### config.mk
export PLATFORM = sky130hd
export DESIGN_NAME = predecode
export DESIGN_NICKNAME = d
export VERILOG_FILES = /design/src/logic/fetch_pkg.sv /design/src/logic/predecode.sv
export SDC_FILE = /design/constraint.sdc
export NUM_CORES = 1
export LEC_CHECK = 0
export BUFFER_PORTS_ARGS = -buffer_cell sky130_fd_sc_hd__buf_2
export CAP_MARGIN = 20
export CELL_PAD_IN_SITES_DETAIL_PLACEMENT = 1
export CELL_PAD_IN_SITES_GLOBAL_PLACEMENT = 1
export CORE_AREA = 2 2 39 41
export DETAILED_ROUTE_END_ITERATION = 6
export DIE_AREA = 0 0 41 43
export PLACE_DENSITY_LB_ADDON = 0.1
export SYNTH_ARGS = -nofsm -noshare
export SYNTH_HDL_FRONTEND = slang
export SYNTH_SLANG_ARGS = --single-unit
### constraint.sdc
create_clock -name vclk -period 2.7
set_clock_uncertainty 0.15 [all_clocks]
set_input_delay 0.135 -clock vclk [all_inputs]
set_output_delay 0.135 -clock vclk [all_outputs]
set_load 0.05 [all_outputs]
### src/logic/fetch_pkg.sv
package fetch_pkg;

	// ********************
	// widths and words
	// ********************

	// address and data width of the core
	localparam int xlen = 64;

	// one uncompressed instruction
	typedef logic [31:0] inst_t;

	// one memory doubleword
	// data port sees the full dword
	// fetch path sees two instructions, half index is addr bit 2
	typedef union packed {
		logic [xlen-1:0] dword;
		inst_t [1:0]     half;
	} mem_word_u;

	// ********************
	// branch classes
	// ********************

	// tag attached to every fetched instruction
	// br_sys covers ecall and mret only
	typedef enum logic [2:0] {
		br_none = 3'd0,
		br_jal  = 3'd1,
		br_jalr = 3'd2,
		br_cond = 3'd3,
		br_sys  = 3'd4
	} br_class_e;

	// ********************
	// stage records
	// ********************

	// record handed to decode
	typedef struct packed {
		logic [xlen-1:0] pc;
		inst_t           inst;
		br_class_e       br_class;
	} if_id_t;

	// request from the load/store side
	// req is a level, held for as long as the access lasts
	typedef struct packed {
		logic            req;
		logic            we;
		logic [xlen-1:0] addr;
		mem_word_u       wdata;
	} data_req_t;

	// single memory port after arbitration
	typedef struct packed {
		logic [xlen-1:0] addr;
		logic            we;
		mem_word_u       wdata;
	} mem_req_t;

	// ********************
	// opcodes
	// ********************

	localparam logic [6:0] op_jal    = 7'b1101111;
	localparam logic [6:0] op_jalr   = 7'b1100111;
	localparam logic [6:0] op_branch = 7'b1100011;
	localparam logic [6:0] op_system = 7'b1110011;

	// full system words, compared as a whole
	localparam inst_t inst_ecall = 32'h0000_0073;
	localparam inst_t inst_mret  = 32'h3020_0073;

endpackage
### src/logic/predecode.sv
`timescale 1ns/1ps

module predecode (
	input  fetch_pkg::inst_t     inst,
	output fetch_pkg::br_class_e br_class
);

	import fetch_pkg::*;

	// fields used for classification
	logic [6:0] opcode;
	logic [2:0] funct3;
	// branch funct3 is one of the six defined encodings
	logic       cond_ok;
	// word is exactly ecall or mret
	logic       sys_hit;

	assign opcode = inst[6:0];
	assign funct3 = inst[14:12];

	// ********************
	// field checks
	// ********************

	// 010 and 011 are reserved for branches
	always_comb begin
		case (funct3)
			// beq
			3'b000: cond_ok = 1'b1;
			// bne
			3'b001: cond_ok = 1'b1;
			// blt
			3'b100: cond_ok = 1'b1;
			// bge
			3'b101: cond_ok = 1'b1;
			// bltu
			3'b110: cond_ok = 1'b1;
			// bgeu
			3'b111: cond_ok = 1'b1;
			default: cond_ok = 1'b0;
		endcase
	end

	// other system words (csr ops, wfi, ebreak) stay plain
	assign sys_hit = (inst == inst_ecall) || (inst == inst_mret);

	// ********************
	// class select
	// ********************

	always_comb begin
		br_class = br_none;
		case (opcode)
			op_jal: begin
				// no funct3 in a J-type word
				br_class = br_jal;
			end
			op_jalr: begin
				// jalr only defines funct3 000
				if (funct3 == 3'b000) begin
					br_class = br_jalr;
				end
			end
			op_branch: begin
				if (cond_ok) begin
					br_class = br_cond;
				end
			end
			op_system: begin
				if (sys_hit) begin
					br_class = br_sys;
				end
			end
			default: begin
				br_class = br_none;
			end
		endcase
	end

endmodule

==> results.txt <==
* Outcome: completed
* Post-Synthesis Mean Instance Area: ~6.7 µm²
- Port buffering added 35 buffers.
- Arrival time of the worst setup path: 1.35 ns
- The number of failing hold endpoints at the final stage came to 0.
- The layout has between 150 and 200 filler cells.
* Nature of the critical path endpoint: output pin
- Utilization of the core after routing: 0.232
- Maximum achievable frequency: around 600 MHz
- Share of final-layout standard cells stronger than drive strength 1: 0.685
- Most numerous cell types in the synthesized netlist: sky130_fd_sc_hd__nor4_1, sky130_fd_sc_hd__nand2_1, sky130_fd_sc_hd__nand4_1, sky130_fd_sc_hd__nor4b_1, sky130_fd_sc_hd__or3_1
- Post-synthesis cell count: 19
- Via count of the first global-routing pass: between 300 and 400
- The final layout contains routed wiring with a total length of approximately 640 µm.
- Along the worst hold path, the cell count comes to 3.
- For the final routed database, the setup TNS stands at 0 ns.
- The slowest stage of the critical path is the sky130_fd_sc_hd__nor4b_1 cell.
* Worst hold path endpoint: br_class[0]
- Dividing the final minimum period by the clock period gives 0.604.
- Count of final setup violators: 0
* Routability Congestion: 0.688
- Measured against its own limit, the worst slew margin works out to 0.790.
- By area the synthesized netlist is led by sky130_fd_sc_hd__nor4_1, sky130_fd_sc_hd__nor4b_1, sky130_fd_sc_hd__a2111oi_2, sky130_fd_sc_hd__nand4_1, sky130_fd_sc_hd__or3_1.
* Hold-fix buffers, CTS: 0
- Detailed placement ended at an HPWL of about 630 µm.
- Once detail routing completed, the nets flagged for antenna violations numbered 0.
- Average wire per cell in the routed design: 9.07 µm
- The final max-slew violation count is 0.
* Element type at the critical path start: primary input
- # nets final: 88
- Entering global routing, the biggest net connects 5 pins.
- Least-Margin Pin Slew: between 0.3 and 0.4 ns
- At the worst endpoint, the required time is between 2 and 2.5 ns.
- Type of the worst setup path: in -> out
- Summed over all layers, the global routing overflow is 0.
- In the final layout, the multi-input gates occupy between 100 and 150 µm².
* Dominant cell type by area after synthesis: sky130_fd_sc_hd__nor4_1
- Once the clock tree was built, the setup fixing pass inserted 0 buffers.
* Vias: 306
- DRT Pass-1 Iters: 1
- Unrepaired setup endpoints after global routing: false
* Worst Path Max Fanout: 4
* Summed area of non-filler cells in the final layout: between 300 and 400 µm²
- The number of antenna violations at the first check in global routing came to 0.
* Synthesized cell area: roughly 130 µm²
- The share of synthesized area in the top cell type comes to 0.248.
- CTS-repair resized insts: 0
* Width of the die: 41 µm
- In the routed layout, each cell is associated on average with a via count of roughly 4.4.
- Stage delay of the slowest cell on the critical path: 0.33 ns
- By instance count, the leading cell after synthesis is sky130_fd_sc_hd__nor4_1.
- Die area: 0.00176 mm²
- From synthesis to final layout, the design area changed by 154%.
- The initial utilization of the core area, before any placement, comes to 0.0913.
* Number of remaining DRC errors: 0
* Core outline area: around 0.0014 mm²
- Diode insertion count for antenna repair: 0
* Row count: 14
- Iter 0 DRT Violations: 0
- The netlist uses 11 different library cells.
- Shortest clock period the worst path allows after layout: 1.63 ns
- Class of the tightest hold or removal check: in -> out
- Sequential cells placed in the final layout were counted as 0.
* Net count of the mapped netlist: just over 50
- 35 I/O pins were placed.
* Max rail drop VDD: 0.0214 mV
- Total track usage: 0.0809
- The cell that appears most often on the critical path is sky130_fd_sc_hd__buf_2.
* # clk buffers: 0
- Across the whole layout, storage elements account for 0 µm².
- For this design the static power due to leakage is approximately 0.16 nW.
* Min-Delay Startpoint: inst[4]
- Warnings from Yosys: 0
- First-pass GRT wire length: between 1 and 1.5 mm
- In this run the power density over the cells is approximately 97 mW/mm².
- Max-capacitance violation count: 0
- Critical path, cell by cell: buf_2 > nor4b_1 > nand4_1 > a2111oi_2 > buf_2
- Standard cell area after detailed placement: approximately 320 µm²
* Seq/Total Area, Yosys: 0
* Die Y-Extent: 43 µm
[critical path: cells and delay by family]
kind                   cells  cell delay, ns
and+or+nand+nor            2            0.49
buffers and inverters      2            0.44
AOI/OAI and AO/OA          1            0.29
[cells by family after synthesis]
group and synth area share:
AO/OA/AOI/OAI 0.218, AND/OR/NAND/NOR 0.782
[report_power, final]
group          switching, mW  internal, mW
clock                      0             0
sequential                 0             0
combinational         0.0116        0.0197
[cell usage in the layout, fill, tap and decap left out]
cell,instances
sky130_fd_sc_hd__nand3_1,1
sky130_fd_sc_hd__or3_1,2
sky130_fd_sc_hd__o21ai_0,1
sky130_fd_sc_hd__a211oi_1,1
sky130_fd_sc_hd__or2_2,1
sky130_fd_sc_hd__nand4_1,2
sky130_fd_sc_hd__nor4b_1,2
sky130_fd_sc_hd__nor2b_1,1
sky130_fd_sc_hd__nand2_1,2
sky130_fd_sc_hd__a2111oi_2,1
sky130_fd_sc_hd__nor4_1,5
sky130_fd_sc_hd__buf_2,35
[worst max-delay path by stage]
stage | from | end | slack (ns) | cells past startpoint
final | inst[2] | br_class[2] | 1.07 | 5
after global routing | inst[2] | br_class[2] | 0.95 | 5
after CTS | inst[2] | br_class[2] | 1.03 | 5
after detailed placement | inst[2] | br_class[2] | 1.04 | 5
after global placement | inst[2] | br_class[2] | 1.09 | 5
after floorplan | inst[5] | br_class[1] | 0.26 | 3
[routing by layer]
metal | up-vias | routed length [µm] | GRT usage
met2 | 16 | 375 | 0.166
met3 | 0 | 68 | 0
li1 | 155 | - | -
met5 | - | 0 | 0
met1 | 135 | 191 | 0.0886
met4 | 0 | 0 | 0
[area by class of cell]
cell class                 count  share of cell area
multi-input combinational     19               0.393
tap                           16              0.0623
timing repair buffer          35               0.545
[metrics by stage]
step	std cells	worst slack (ns)	hold WS (ns)	power (mW)
final	70	1.07	0.463	0.0313
after global routing	70	0.949	0.487	0.0356
after global placement	70	1.09	0.479	0.0320
after floorplan	19	0.265	0.298	0.00641
after CTS	70	1.03	0.468	0.0318
after detailed placement	70	1.04	0.468	0.0317
Note: power is estimated with default switching activity, not from simulation.
