--- src/logic/fetch_pkg.sv ---
package fetch_pkg;

	// ********************
	// widths and words
	// ********************

	// address and data width of the core
	localparam int xlen = 64;

	// one uncompressed instruction
	typedef logic [31:0] inst_t;

	// one memory doubleword
	// data port sees the full dword
	// fetch path sees two instructions, half index is addr bit 2
	typedef union packed {
		logic [xlen-1:0] dword;
		inst_t [1:0]     half;
	} mem_word_u;

	// ********************
	// branch classes
	// ********************

	// tag attached to every fetched instruction
	// br_sys covers ecall and mret only
	typedef enum logic [2:0] {
		br_none = 3'd0,
		br_jal  = 3'd1,
		br_jalr = 3'd2,
		br_cond = 3'd3,
		br_sys  = 3'd4
	} br_class_e;

	// ********************
	// stage records
	// ********************

	// record handed to decode
	typedef struct packed {
		logic [xlen-1:0] pc;
		inst_t           inst;
		br_class_e       br_class;
	} if_id_t;

	// request from the load/store side
	// req is a level, held for as long as the access lasts
	typedef struct packed {
		logic            req;
		logic            we;
		logic [xlen-1:0] addr;
		mem_word_u       wdata;
	} data_req_t;

	// single memory port after arbitration
	typedef struct packed {
		logic [xlen-1:0] addr;
		logic            we;
		mem_word_u       wdata;
	} mem_req_t;

	// ********************
	// opcodes
	// ********************

	localparam logic [6:0] op_jal    = 7'b1101111;
	localparam logic [6:0] op_jalr   = 7'b1100111;
	localparam logic [6:0] op_branch = 7'b1100011;
	localparam logic [6:0] op_system = 7'b1110011;

	// full system words, compared as a whole
	localparam inst_t inst_ecall = 32'h0000_0073;
	localparam inst_t inst_mret  = 32'h3020_0073;

endpackage
--- src/logic/mem_arbiter.sv ---
`timescale 1ns/1ps

module mem_arbiter (
	input  fetch_pkg::data_req_t       data_req,
	input  logic [fetch_pkg::xlen-1:0] fetch_addr,
	output fetch_pkg::mem_req_t        mem_req,
	output logic                       data_gnt,
	output logic                       fetch_gnt
);

	// ********************
	// grant
	// ********************

	// data side always wins, fetch gets every idle cycle
	// purely combinational, nothing is queued
	assign data_gnt  = data_req.req;
	assign fetch_gnt = ~data_req.req;

	// ********************
	// port mux
	// ********************

	// address of the winner
	assign mem_req.addr = data_req.req ? data_req.addr : fetch_addr;

	// fetch only reads
	// store needs both req and we
	assign mem_req.we = data_req.req & data_req.we;

	// write data only matters with we set,
	// so it comes from the data side unconditionally
	assign mem_req.wdata = data_req.wdata;

endmodule

--- config.mk ---
export PLATFORM = sky130hd
export DESIGN_NAME = mem_arbiter
export DESIGN_NICKNAME = d
export VERILOG_FILES = /design/src/logic/fetch_pkg.sv /design/src/logic/mem_arbiter.sv
export SDC_FILE = /design/constraint.sdc
export NUM_CORES = 1
export LEC_CHECK = 0
export ABC_AREA = 1
export BUFFER_PORTS_ARGS = -buffer_cell sky130_fd_sc_hd__buf_2
export CORE_AREA = 4 4 124 126
export DETAILED_ROUTE_END_ITERATION = 12
export DIE_AREA = 0 0 128 130
export PLACE_DENSITY = 0.52
export RECOVER_POWER = 25
export SLEW_MARGIN = 40
export SYNTH_ARGS = -nofsm -noshare
export SYNTH_HDL_FRONTEND = slang
export SYNTH_SLANG_ARGS = --single-unit
--- constraint.sdc ---
create_clock -name vclk -period 0.8
set_input_delay 0.04 -clock vclk [all_inputs]
set_output_delay 0.04 -clock vclk [all_outputs]
set_load 0.01 [all_outputs]
==> results of run 1 <==
## final cells by class
cell class,count,area share
inverters,2,0.00940
multi-input cells,193,0.340
well taps,184,0.108
repair buffers,205,0.542
## through the flow
stage	hold slack (ns)	utilization	setup slack (ns)	total power (uW)	TNS [ns]
2_1_floorplan	0.172	-	0.269	837	0
3_3_place_gp	0.0801	0.141	-0.0726	1100	-1.28
3_5_place_dp	0.0801	0.141	-0.0804	1110	-1.56
4_1_cts	0.0801	0.142	-0.0142	1110	-0.0498
5_1_grt	0.0800	0.149	0.00603	1300	0
6_report	0.0800	0.149	0.0522	1170	0
## report_power, final
group | switching [uW] | internal [uW] | leakage (uW)
registers | 0 | 0 | 0
clock network | 0 | 0 | 0
logic | 587 | 586 | 0.00145
## metal layers
metal	GRT usage	up-vias	routed length (um)
met2	0.104	156	3120
met4	0.0362	2	417
met3	0.0188	46	927
met1	0.0520	761	2200
met5	0	-	13
li1	-	993	-
## repair_timing
item	CTS	global route
resized for setup	1	9
endpoints found under the setup margin	34	62
cloned	0	3
hold endpoints to repair	0	0
## Yosys cell counts
| master | number |
|---|---|
| nand2_1 | 193 |
| inv_1 | 1 |
| buf_4 | 72 |
| buf_6 | 5 |
| buf_2 | 2 |
| inv_2 | 1 |
## worst max-delay path: cells and delay by family
kind	cells	cell delay [ns]
buffers and inverters	4	0.55
and+or+nand+nor	2	0.11
## cell families after synthesis
family                 count (synthesis)  synth area share
buffers and inverters                 81             0.459
AND/OR/NAND/NOR                      193             0.541
## worst max path at each step
stage                       start           end
finish              data_req[129]   mem_req[78]
floorplan           data_req[129]  mem_req[100]
global route        data_req[129]   mem_req[84]
CTS                 data_req[129]  mem_req[103]
global placement    data_req[129]  mem_req[106]
detailed placement  data_req[129]  mem_req[106]
==> flow_summary.toml, run 1 <==
[final_layout]
nClkBuffers = 0
fill_cells = 1696
multi_input_area_um2 = 724
nets = 596
area.growth.synth_to_final_pct = 59.1
design_area_um2 = 2130
fin_cells = 584
layout_commonest_cell = "buf_2"
n_antenna_cell = 0
layout_common_cells = "buf_2 (196), nand2_1 (193), buf_12 (4)"
drive_above_1_share = 0.515
seq_cells = 0
regArea_um2 = 0

[die]
io_pins = 325
start_util = 0.0935
fp.dieW_um = 128
die_h_um = 130
core_area_um2 = 14300
dieArea_um2 = 16600
rows = 44

[yosys]
synth_top_area_frac = 0.541
yosys_warnings = 0
synth_nets = 468
yosysSeqAreaShare = 0
synthTopCellsByArea = "nand2_1 (54%), buf_4 (40%), buf_6 (4.2%)"
syn_inst = 274
netlist-cell-type-count = 6
postSynthAreaPerCell_um2 = 4.89
syn-cell-area_um2 = 1340
synth_area_leader_cell = "nand2_1"

[hold_path]
hold_end = "mem_req[1]"
hold_path_depth = 0
hp-start = "data_req[1]"
worstHoldPathType = "in -> out"

[status]
outcome = "complete, no violations"

[route]
vias = 1958
wl_um = 6680
drc_errors = 0
antenna_left = 0
avgRoutedWirePerCell_um = 11.4
firstDrtPassIters = 4
first_iter_violations = 41
viasPerCell = 3.35

[pwr]
power_density_nw_per_um2 = 551
ir_drop_mv = 0.185
power_leakage_uw = 0.00145

[placement]
place_area_um2 = 2020
place_hpwl_um = 5250
globalplace.congestion = 0.634
io_buffers = 197
dpl.cell_count = 581

[timing]
tightest_slew_ns = 0.156
max_freq_ghz = 1.34
setup_viol = 0
slew_viol_final = 0
relSlewSlack = 0.896
rsz0062_at_grt = "false"
finalHoldViolations = 0
period_share = 0.935
period_minus_slack_ns = 0.748

[setup_path]
cp_max_fo = 17
cp-start-kind = "input pin"
critPathKind = "in -> out"
endpoint_kind = "output pin"
crit_path_cell_trace = "buf_6 -> clkinv_8 -> clkbuf_16 -> nand2_1 -> nand2_1 -> buf_2"
slowest_delay_ns = 0.19
path_common_cell = "nand2_1"
critPathSlowestCell = "clkbuf_16"
crit_required_ns = 0.76
crit_arrival_ns = 0.71

[cts]
post_cts_buffers = 0
postCtsHoldBufs = 0

[global_route]
first_global_vias = 1667
grt_max_degree = 35
grt_pass1_wl_um = 7650
grt_overflow = 0
grtUsageTotal = 0.0558
antenna_found_initial = 2

[run]
maxCapViolations = 0
Power figures use the tool's default switching activity.
==> run 2, diff against run 1 <==
Settings changed: CORE_AREA 4 4 124 126 to 4 4 123 125, DIE_AREA 0 0 128 130 to 0 0 127 129, PLACE_DENSITY 0.52 to 0.53, REMOVE_ABC_BUFFERS set to 1.
Clock period 0.8 ns to 0.9 ns, I/O delays scaled along.
==> flow_summary.toml, run 2 (synthesis gave the netlist of run 1 again) <==
[setup_path]
crit_arrival_ns = 0.79
path_common_cell = "nand2_1"
cp_max_fo = 16
cp-start-kind = "input pin"
endpoint_kind = "output pin"
crit_required_ns = 0.85
critPathSlowestCell = "clkbuf_4"
crit_path_cell_trace = "clkbuf_4 -> inv_6 -> buf_12 -> nand2_1 -> nand2_1 -> buf_2"
slowest_delay_ns = 0.16
critPathKind = "in -> out"

[die]
io_pins = 325
rows = 43
core_area_um2 = 13900
dieArea_um2 = 16400
fp.dieW_um = 127
die_h_um = 129
start_util = 0.0964

[final_layout]
drive_above_1_share = 0.516
regArea_um2 = 0
area.growth.synth_to_final_pct = 57.9
n_antenna_cell = 0
nets = 597
layout_commonest_cell = "buf_2"
nClkBuffers = 0
seq_cells = 0
layout_common_cells = "buf_2 (195), nand2_1 (193), buf_12 (4)"
fin_util = 0.152

[timing]
worst_hold_slack_ns = 0.0901
tightest_slew_ns = 0.166
period_minus_slack_ns = 0.836
finalHoldViolations = 0
totalNegativeSetupSlack_ns = 0
period_share = 0.929
max_freq_ghz = 1.20
rsz0062_at_grt = "false"
setup_viol = 0
relSlewSlack = 0.889
slew_viol_final = 0

[route]
wl_um = 14800
first_iter_violations = 82
vias = 2029
antenna_left = 0
firstDrtPassIters = 4
viasPerCell = 3.49
avgRoutedWirePerCell_um = 25.5
drc_errors = 0

[placement]
io_buffers = 197
globalplace.congestion = 0.863
place_hpwl_um = 13400

[global_route]
first_global_vias = 1873
grt_pass1_wl_um = 17900
grtUsageTotal = 0.162
grt_overflow = 0
grt_max_degree = 34
antenna_found_initial = 0

[run]
maxCapViolations = 0

[status]
outcome = "complete, no violations"

[pwr]
power_density_nw_per_um2 = 511
ir_drop_mv = 0.119
power_leakage_uw = 0.00145

[cts]
post_cts_buffers = 0

[hold_path]
worstHoldPathType = "in -> out"
==> run 2: changes by cell type in the layout (fill, tap and decap cells not counted), sizes merged <==
cell / previous run / this run
clkinv: 1 / 0
inv: 1 / 2
buf: 202 / 203
==> run 2: path summary, 6_finish.rpt <==
kind          start           to  cells past startpoint
max   data_req[129]  mem_req[77]                      6
min    data_req[15]  mem_req[15]                      0
==> run 2: worst max-delay path: cells and delay by family <==
kind                   cells  cell delay, ns
and+or+nand+nor            2            0.19
buffers and inverters      4            0.56
==> run 2: layer usage <==
| layer | GRT usage | wire [um] | up-vias |
|---|---|---|---|
| li1 | - | - | 997 |
| met1 | 0.109 | 3350 | 777 |
| met2 | 0.258 | 6620 | 245 |
| met3 | 0.239 | 4640 | 6 |
| met4 | 0.00252 | 29 | 4 |
| met5 | 0.0765 | 180 | - |
==> run 2: timing repair <==
action / in CTS / in global routing
hold buffers: 0 / 0
setup endpoints to repair: 0 / 3
gates resized for setup: 0 / 6
hold endpoints to repair: 0 / 0
==> run 2: final cells by class <==
cell class,instances,area [um^2]
Fill cell,1645,11800
Timing Repair Buffer,206,1150
Multi-Input combinational cell,193,724
Tap cell,180,225
Inverter,2,12.5
==> run 2: stage by stage <==
step	setup slack (ns)	power, uW	cell area, um^2	instances
after global routing	0.00612	1210	2110	581
after global placement	0.0310	1050	2050	579
after detailed placement	0.0259	1050	2050	579
final	0.0635	1080	2110	581
after CTS	0.0179	1060	2050	579
after floorplan	0.0715	369	732	195
==> run 2: report_power, final <==
group,leakage [uW],internal (uW),switching [uW]
registers,0,0,0
logic,0.00145,520,560
clock network,0,0,0
