$ cat config.mk
export PLATFORM = sky130hd
export DESIGN_NAME = ifu
export DESIGN_NICKNAME = d
export VERILOG_FILES = /design/src/logic/fetch_pkg.sv /design/src/logic/ifu.sv
export SDC_FILE = /design/constraint.sdc
export NUM_CORES = 1
export LEC_CHECK = 0
export BUFFER_PORTS_ARGS = -buffer_cell sky130_fd_sc_hd__buf_2
export CORE_AREA = 2 2 144 104
export DETAILED_ROUTE_END_ITERATION = 6
export DIE_AREA = 0 0 146 106
export PLACE_DENSITY = 0.66
export SYNTH_ARGS = -nofsm -noshare
export SYNTH_HDL_FRONTEND = slang
export SYNTH_SLANG_ARGS = --single-unit
$ cat constraint.sdc
create_clock -name clk -period 7.28 [get_ports clk]
set_clock_uncertainty 0.05 [all_clocks]
set_input_delay 1.456 -clock clk [delete_from_list [all_inputs] [get_ports clk]]
set_output_delay 1.456 -clock clk [all_outputs]
set_load 0.05 [all_outputs]
$ cat src/logic/fetch_pkg.sv
package fetch_pkg;

	// ********************
	// widths and words
	// ********************

	// address and data width of the core
	localparam int xlen = 64;

	// one uncompressed instruction
	typedef logic [31:0] inst_t;

	// one memory doubleword
	// data port sees the full dword
	// fetch path sees two instructions, half index is addr bit 2
	typedef union packed {
		logic [xlen-1:0] dword;
		inst_t [1:0]     half;
	} mem_word_u;

	// ********************
	// branch classes
	// ********************

	// tag attached to every fetched instruction
	// br_sys covers ecall and mret only
	typedef enum logic [2:0] {
		br_none = 3'd0,
		br_jal  = 3'd1,
		br_jalr = 3'd2,
		br_cond = 3'd3,
		br_sys  = 3'd4
	} br_class_e;

	// ********************
	// stage records
	// ********************

	// record handed to decode
	typedef struct packed {
		logic [xlen-1:0] pc;
		inst_t           inst;
		br_class_e       br_class;
	} if_id_t;

	// request from the load/store side
	// req is a level, held for as long as the access lasts
	typedef struct packed {
		logic            req;
		logic            we;
		logic [xlen-1:0] addr;
		mem_word_u       wdata;
	} data_req_t;

	// single memory port after arbitration
	typedef struct packed {
		logic [xlen-1:0] addr;
		logic            we;
		mem_word_u       wdata;
	} mem_req_t;

	// ********************
	// opcodes
	// ********************

	localparam logic [6:0] op_jal    = 7'b1101111;
	localparam logic [6:0] op_jalr   = 7'b1100111;
	localparam logic [6:0] op_branch = 7'b1100011;
	localparam logic [6:0] op_system = 7'b1110011;

	// full system words, compared as a whole
	localparam inst_t inst_ecall = 32'h0000_0073;
	localparam inst_t inst_mret  = 32'h3020_0073;

endpackage
$ cat src/logic/ifu.sv
`timescale 1ns/1ps

module ifu #(
	parameter logic [fetch_pkg::xlen-1:0] reset_pc = 64'h8000_0000
) (
	input  logic                       clk,
	input  logic                       rst_n,
	input  logic [fetch_pkg::xlen-1:0] dnpc,
	input  logic                       pc_update,
	input  logic                       ready_if_id,
	input  logic                       fetch_gnt,
	input  fetch_pkg::mem_word_u       rdata,
	output logic [fetch_pkg::xlen-1:0] pc,
	output fetch_pkg::inst_t           inst,
	output logic                       valid_if_id,
	output logic                       branch_flush
);

	import fetch_pkg::*;

	// sequential successor of the current pc
	logic [xlen-1:0] seq_pc;
	// value loaded at the next edge
	logic [xlen-1:0] pc_next;

	assign seq_pc = pc + xlen'(4);

	// ********************
	// next pc selection
	// ********************

	// nothing moves while decode is full
	// redirect beats the sequential step
	// redirect is taken even without the memory port,
	// the instruction at the old pc is dropped anyway
	always_comb begin
		pc_next = pc;
		if (ready_if_id) begin
			if (pc_update) begin
				pc_next = dnpc;
			end else if (fetch_gnt) begin
				// only step once the word was really read
				pc_next = seq_pc;
			end
		end
	end

	// ********************
	// pc register
	// ********************

	always_ff @(posedge clk) begin
		if (!rst_n) begin
			pc <= reset_pc;
		end else begin
			pc <= pc_next;
		end
	end

	// ********************
	// instruction select
	// ********************

	// upper half for pc[2] set, lower half otherwise
	assign inst = rdata.half[pc[2]];

	// record is good whenever fetch owns the port
	// forced low while the core is held in reset
	assign valid_if_id = fetch_gnt & rst_n;

	// later stages flush on their own redirect
	assign branch_flush = pc_update;

endmodule

==> impl.org, run 1 <==
** CTS
- Clock transition at path regs :: 0.05 ns
- Counting the buffers created by CTS gives 9.
- TritonCTS built the clock tree.
- The clock net in this run drives a total of 64 sinks.
- Number of gates resized after CTS :: 0
- Clock tree root buffer cell :: clkbuf_16
- The clock reaches the later pin of the worst-skew pair after 0.34 ns.
- The longest clock path from root to sink contains 2 buffers.
- Hold repair after CTS inserted 0 buffers.
- Buffer count from post-CTS setup fixing :: 0
- The H-tree was split into 3 levels.

** Global routing
- Initial antenna violation count :: 0
- The number of global-route vias before repair was 5595.
- Global route overflow :: 0
- Pin count of the biggest net entering global routing :: 56
- Combined global-route utilization of all metal layers :: 25.5%
- The first global-routing pass estimated 31.3 mm of wire.

** Die
- Area enclosed by the die boundary :: 15500 µm²
- Width of the die :: 146 µm
- Row cnt :: 37
- The floorplan step set the die height to 106 µm.
- Effective utilization at floorplan :: 33.9%
- Count of boundary I/O pins :: 231
- Core box area :: 14300 µm²

** STA
- The worst pin sits at a relative slew slack of 25.6%.
- Final setup fails :: 0
- Final Max Slew Viols :: 0
- The clock period could shrink to 3.99 ns.
- In the final timing run, aggregate negative setup slack is 0 ns.
- Worst Tran Pin Value :: 1.11 ns
- Period utilisation layout :: 54.8%
- The tightest hold path in the finished design has a slack of 0.400 ns.
- Final Hold Violating Endpoints :: 0
- Setup repair after global routing left no endpoint under its margin.
- Based on the critical path, the design can be clocked at up to 251 MHz.

** Place
- DP Wirelength :: 15.1 mm
- I/O Buffers :: 230
- Cell area after placement :: 6090 µm²
- Cell count after placement :: 1040
- At the end of routability-driven placement, the weighted congestion stood at 0.960.

** Pwr
- In this run the power density over the cells is 181 nW/µm².
- For this design the static power due to leakage is 2.58 nW.
- IR Drop Worst-Case VDD :: 0.0864 mV

** Cells and area
- Final instance count without filler cells :: 1056
- Total number of nets in the final design :: 990
- pc holds more flip-flops than any other register.
- Final instance area :: 6360 µm²
- Of the cells placed in the final design, the portion with a size suffix greater than 1 is 35.4%.
- In the final layout, the registers with the most flip-flops are pc x64.
- Number of flip-flops under the largest register name :: 64
- The number of antenna diodes in the final layout is 0.
- Relative area change from synthesis to final layout :: 31.7%

** Setup path
- The worst setup path is of the input pin to primary output kind.
- Among the stages of the critical path, the cell type that occurs most often is buf_2.
- The most critical setup path has its startpoint at pc_update.
- Startpoint type of the worst setup path :: input pin
- Crit path arrival time :: 2.48 ns
- Critical path peak fanout :: 46
- In this design, the largest share of critical-path delay is due to buffers and inverters.
- Launch instance of the worst register-to-register path :: pc[2]
- Category of the worst setup path capture point :: primary output
- At the worst endpoint, the required time is 5.77 ns.
- Cell-by-cell trace of the critical path :: buf_2, buf_2
- The slowest stage of the critical path is the buf_2 cell.
- In this design, the stage delay of the slowest critical-path cell is 0.63 ns.
- The number of buffers and inverters on the critical path is 2.

** Route
- Detailed router's first-iteration violation count :: 767
- The final route contains 6290 vias.
- Drt wl/cell :: 19.3 µm
- Final WL :: 20.4 mm
- Iteration count of the initial detailed-routing pass :: 5
- Using the TritonRoute via totals, the vias-per-cell ratio works out to 5.96.
- The count of nets left with antenna violations once routing finished came out at 0.
- Residual DRC :: 0

** Yosys
- Number of synthesized flops with an enable pin :: 0
- After Yosys synthesis, XOR and XNOR cells account for 0.181% of the synthesized area.
- After synthesis, the share of flip-flops with an asynchronous set or reset is 0%.
- Mux share of post-synthesis cell area :: 8.52%
- Synthesis handed over a netlist of 659 instances.
- Summing the areas of all fa, ha and maj instances in the mapped netlist gives 0.259% of the synthesized area.
- Largest family of logic cells by synthesized area :: simple AND/OR/NAND/NOR gates
- Count of yosys warnings during synthesis :: 0
- Most common flop cell mapped by yosys :: dfxtp_1
- Synthesized-area fraction occupied by ao, oa, aoi and oai cells :: 25.2%
- Summing every instance area after synthesis gives 4830 µm².
- Syn nets :: 793
- The number of different library cells used by synthesis comes to 57.
- Proportion of synthesized chip area in sequential cells :: 26.5%
- Summing the areas of all and, or, nand and nor instances in the mapped netlist gives 33.7% of the synthesized area.
- In this run, synthesis produced a sequential element count of 64.
- Averaged over all synthesized cells, the footprint is 7.33 µm².

** Flow run
- The tool flagged a number of max-cap violations equal to 0.

** Hold path
- Worst hold-check path type :: flop to flop
- Start point of the worst hold path :: pc[1]

** Run status
- The flow ran to the end, and the final reports show no timing, DRC or antenna violations.
==> synth_stat cells, drive strengths merged (2+ instances only) <==
library cell / count / area, µm²
mux2i: 4 / 40.0
nor2: 41 / 154
o211ai: 16 / 120
a2bb2oi: 3 / 26.3
o21ai: 33 / 165
clkbuf: 42 / 160
or4: 14 / 105
o311ai: 8 / 70.1
buf: 11 / 51.3
nand2: 77 / 289
a41oi: 6 / 52.6
mux2: 33 / 372
a21oi: 39 / 195
a21o: 2 / 15.0
a22o: 2 / 17.5
a31oi: 22 / 138
a211o: 2 / 17.5
nor3: 21 / 105
and3: 14 / 87.6
or2: 4 / 25.0
nor4: 25 / 163
a32o: 2 / 20.0
o31a: 5 / 43.8
or3: 13 / 81.3
o22ai: 3 / 18.8
nand4: 32 / 219
a211oi: 4 / 30.0
dfxtp: 64 / 1280
o41ai: 3 / 26.3
nand3: 42 / 215
o2111ai: 2 / 17.5
nand2b: 2 / 12.5
a22oi: 8 / 60.1
inv: 15 / 56.3
a31o: 2 / 17.5
o31ai: 7 / 52.6
nand3b: 2 / 15.0
o221a: 6 / 67.6
and4: 9 / 78.8
and2: 9 / 56.3
==> worst register-to-register path, stage by stage, from the launching register on <==
cell and delay, ns:
dfxtp_2 0.38, buf_4 0.40, ha_1 0.37, nand2_1 0.15
nor2_1 0.48, nand4_1 0.63, or4_1 0.67, a31oi_1 0.16
==> final timing paths <==
check             cells past startpoint           end  slack [ns]
setup / recovery                      2  branch_flush        3.29
hold / removal                        2         pc[1]        0.40
hold reg to reg                       2         pc[1]        0.40
setup reg to reg                      7        pc[50]        3.92
==> per-layer routing <==
layer	wire length (µm)	GRT usage (%)	share of wire, %
met3	2570	9.23	13
met4	307	6.52	1.5
met1	8840	35.5	43
met5	0	0	0
met2	8690	37.3	43
==> cell usage in the layout (no fill, tap or decap), drive strengths merged, types with 3 or more instances in the layout <==
master and n:
buf 239, nand2 77, dfxtp 64, nand3 42, nor2 41, a21oi 39, mux2 33, o21ai 33
nand4 32, nor4 25, a31oi 22, nor3 21, o211ai 16, inv 15, and3 14, or4 14
or3 13, clkbuf 12, and2 9, and4 9, o311ai 8, a22oi 8, o31ai 7, o221a 6
a41oi 6, o31a 5, or2 4, a211oi 4, mux2i 4, clkinv 4, o22ai 3, o41ai 3
a2bb2oi 3
==> layout make-up <==
cell class | instances | area (µm²)
clock buffers | 12 | 246
clock inverters | 4 | 20.0
fillers | 1490 | 7900
inverters | 15 | 56.3
multi-input cells | 527 | 3290
flip-flops and latches | 64 | 1280
well taps | 195 | 244
repair buffers | 239 | 1220
==> metrics by stage <==
step	worst slack [ns]	utilization, %	total power [mW]
2_1_floorplan	3.40	-	0.651
3_3_place_gp	3.31	42.7	0.758
3_5_place_dp	3.29	42.7	0.759
4_1_cts	3.29	44.6	1.16
5_1_grt	3.21	44.6	1.20
6_report	3.29	44.6	1.15
==> cells by family after synthesis <==
family / count (synthesis)
compound gates: 180
xor+xnor: 1
fa+ha+maj: 1
simple gates: 308
flops: 64
buf+inv: 68
mux: 37
==> where the power goes <==
| part | switching (mW) | internal (mW) |
|---|---|---|
| combinational | 0.239 | 0.105 |
| sequential | 0.0391 | 0.372 |
| clock | 0.161 | 0.237 |
Note: power is estimated with default switching activity, not from simulation.
==> inputs of run 2 (changes only) <==
--- a/config.mk
+++ b/config.mk
@@ -9,7 +9,7 @@
 export CORE_AREA = 2 2 144 104
 export DETAILED_ROUTE_END_ITERATION = 6
 export DIE_AREA = 0 0 146 106
-export PLACE_DENSITY = 0.66
+export PLACE_DENSITY = 0.69
 export SYNTH_ARGS = -nofsm -noshare
 export SYNTH_HDL_FRONTEND = slang
 export SYNTH_SLANG_ARGS = --single-unit
==> constraint.sdc (replaced) <==
create_clock -name clk -period 3.3 [get_ports clk]
set_clock_uncertainty 0.05 [all_clocks]
set_input_delay 0.66 -clock clk [delete_from_list [all_inputs] [get_ports clk]]
set_output_delay 0.66 -clock clk [all_outputs]
set_load 0.05 [all_outputs]
==> impl.org, run 2 (same netlist as run 1, synthesis figures left out) <==
** Run status
- The flow ran to the end, but the final reports show violations.
- Failing checks :: design-rule violations

** Place
- Pre-CTS setup slack :: 0.617 ns (-2.67 ns)
- The count of buffers from port buffering came to 230 (unchanged).
- The placed instance area was 6210 µm² (+1.8%).
- RD Place Congestion :: 0.959 (about the same)
- DP Wirelength :: 16.1 mm (+6.1%)

** Route
- Iteration count of the initial detailed-routing pass :: 7 (+2)
- The final wirelength came to 21.0 mm (+2.8%).
- The antenna violation net count after detailed routing was 0 (unchanged).
- The average wire length per cell after detail routing came to 19.6 µm (+1.4%).
- The detailed router's first-iteration violation count was 737 (-3.9%).
- Average via count per standard cell :: 5.92 (-0.57%)
- The total number of vias came to 6337 (+0.75%).
- The detailed-route DRC error count was 3 (+3).

** Cells and area
- Registers with the most flip-flops :: pc x64
- Most common cell after layout, fill and taps aside :: buf_2
- Total number of nets in the final design :: 1005 (+1.5%)
- The post-route standard cell area excluding fillers is 6510 µm² (+2.3%).
- The ratio of cells with drive above 1 in the final layout came to 36.5% (+1.0 points).
- Relative area change from synthesis to final layout :: 34.8%
- Highest-count cells in the layout ignoring fill and taps :: buf_2, nand2_1, dfxtp_1
- The count of antenna diodes in the layout is 0 (unchanged).
- Largest register by flop count :: pc
- Number of flip-flops under the largest register name :: 64 (unchanged)

** STA
- The worst setup slack after layout came to 0.583 ns (-2.71 ns).
- The max-slew violation count was 0 (unchanged).
- Setup repair after global routing left no endpoint under its margin.
- Final Hold Violating Endpoints :: 0 (unchanged)
- The worst path uses 82.3% of the clock period.
- Subtracting the final worst setup slack from the clock period gives 2.72 ns.
- The relative slew slack came to 55.0% (+29 points).
- The tightest hold margin came to 0.401 ns (+0.000221 ns).
- The setup total negative slack came to 0 ns (unchanged).
- Derived from the worst setup path, the maximum achievable clock frequency is 368 MHz.
- Final setup fails :: 0 (unchanged)
- Worst Tran Pin Value :: 0.669 ns (-0.436 ns)

** Setup path
- Highest cell delay on the worst timing path :: 0.59 ns (-0.04 ns)
- Walking the worst path, the cells encountered are nand4_2, or4_1, or4_1, or4_1, a21oi_1.
- The buffer and inverter count on the worst path is 0 (-2).
- The number of stages on the worst setup path was 5 (+3).
- Register-to-Register Path Depth :: 5 (-2)
- By instance count, the cell type seen most on the critical path is or4_1.
- The endpoint required time on the critical path came to 3.52 ns (-2.25 ns).
- The critical path starts at pc[13].
- Library cell contributing the largest single delay on the critical path :: or4_1
- The critical path arrival was 2.93 ns (+0.45 ns).
- Launch instance of the worst register-to-register path :: pc[13]
- Category of the worst setup path capture point :: flop
- Critical Setup Path Class :: flop to flop
- Critical path peak fanout :: 9 (-80%)
- Category of cells accounting for the largest share of critical-path delay :: simple AND/OR/NAND/NOR gates
- Critical path endpoint :: pc[59]
- Setup slack of the most critical reg-to-reg path :: 0.58 ns (-3.34 ns)
- The endpoint identified for the worst register-to-register timing path is pc[59].
- Startpoint type of the worst setup path :: flop

** Pwr
- The power per cell area is 414 nW/µm² (+130%).
- Leakage power :: 2.67 nW (+3.4%)
- The largest vdd supply drop is 0.180 mV (+110%).

** Global routing
- The number of antenna violations at the first check in global routing was 1 (+1).
- The total global routing track utilization came to 26.2% (+0.64 points).
- The final global-route overflow total was 0 (unchanged).
- The number of global-route vias before repair is 5604 (+0.16%).
- The largest net degree at the start of global routing was 41 (-27%).
- First-pass GRT wire length :: 31.9 mm (+1.9%)

** CTS
- CTS tree :: built
- TritonCTS buffer count :: 9 (unchanged)
- The H-tree level count came to 3 (unchanged).
- Count of hold-fix buffers inserted at cts :: 0 (unchanged)
- The clock input transition at the sequential cells of the worst setup and hold paths came to 0.06 ns (about the same).
- Clock tree sinks :: 64 (unchanged)
- The maximum clock insertion buffer count came to 2 (unchanged).
- Number of gates resized after CTS :: 0 (unchanged)
- Clock tree synthesis selected as its root buffer the cell clkbuf_16.
- Buffer count from post-CTS setup fixing :: 0 (unchanged)
- Insertion delay to the later sink of the worst-skew pair :: 0.34 ns (about the same)

** Die
- Row cnt :: 37 (unchanged)
- The area of the die came to 15500 µm² (unchanged).
- The core box area was 14300 µm² (unchanged).
- The die boundary height is 106 µm (unchanged).
- The I/O pin total came to 231 (unchanged).
- Width of the die :: 146 µm (unchanged)
- The effective utilization at floorplan came to 33.9% (unchanged).

** Hold path
- Worst hold-check path type :: flop to flop

** Flow run
- The max-cap violation count is 0 (unchanged).
-- run 2: worst reg2reg max path, cell delays in order (launching register included) --
cell and delay (ns):
dfxtp_1 0.48, nand4_2 0.26, or4_1 0.59, or4_1 0.56
or4_1 0.56, a21oi_1 0.15
-- run 2: layout make-up --
type / instances / area (µm²)
Clock buffer: 11 / 233
Clock inverter: 4 / 70.1
Fill cell: 1498 / 7750
Inverter: 15 / 56.3
Multi-Input combinational cell: 527 / 3290
Sequential cell: 64 / 1280
Tap cell: 195 / 244
Timing Repair Buffer: 254 / 1330
-- run 2: through the flow --
step,cells,power (mW),util [%]
after floorplan,659,1.44,-
final,1070,2.69,45.6
after CTS,1070,2.69,45.6
after global placement,1055,1.68,43.5
after global routing,1070,2.78,45.6
after detailed placement,1055,1.69,43.5
-- run 2: power breakdown --
group | switching [mW] | internal, mW | total [mW]
clock | 0.358 | 0.655 | 1.01
combinational | 0.537 | 0.239 | 0.776
sequential | 0.0809 | 0.821 | 0.902
-- run 2: per-layer routing --
layer | global-route usage, % | share of wire (%)
met3 | 7.64 | 13
met1 | 36.9 | 43
met2 | 39.4 | 43
met5 | 0 | 0
met4 | 6.03 | 1.6
-- run 2: worst min-delay path by stage --
| stage | cells past startpoint | endpoint | start |
|---|---|---|---|
| global placement | 2 | pc[1] | pc[1] |
| global route | 2 | pc[0] | pc[0] |
| floorplan | 2 | pc[0] | pc[0] |
| detailed placement | 2 | pc[1] | pc[1] |
| CTS | 2 | pc[1] | pc[1] |
| finish | 2 | pc[0] | pc[0] |
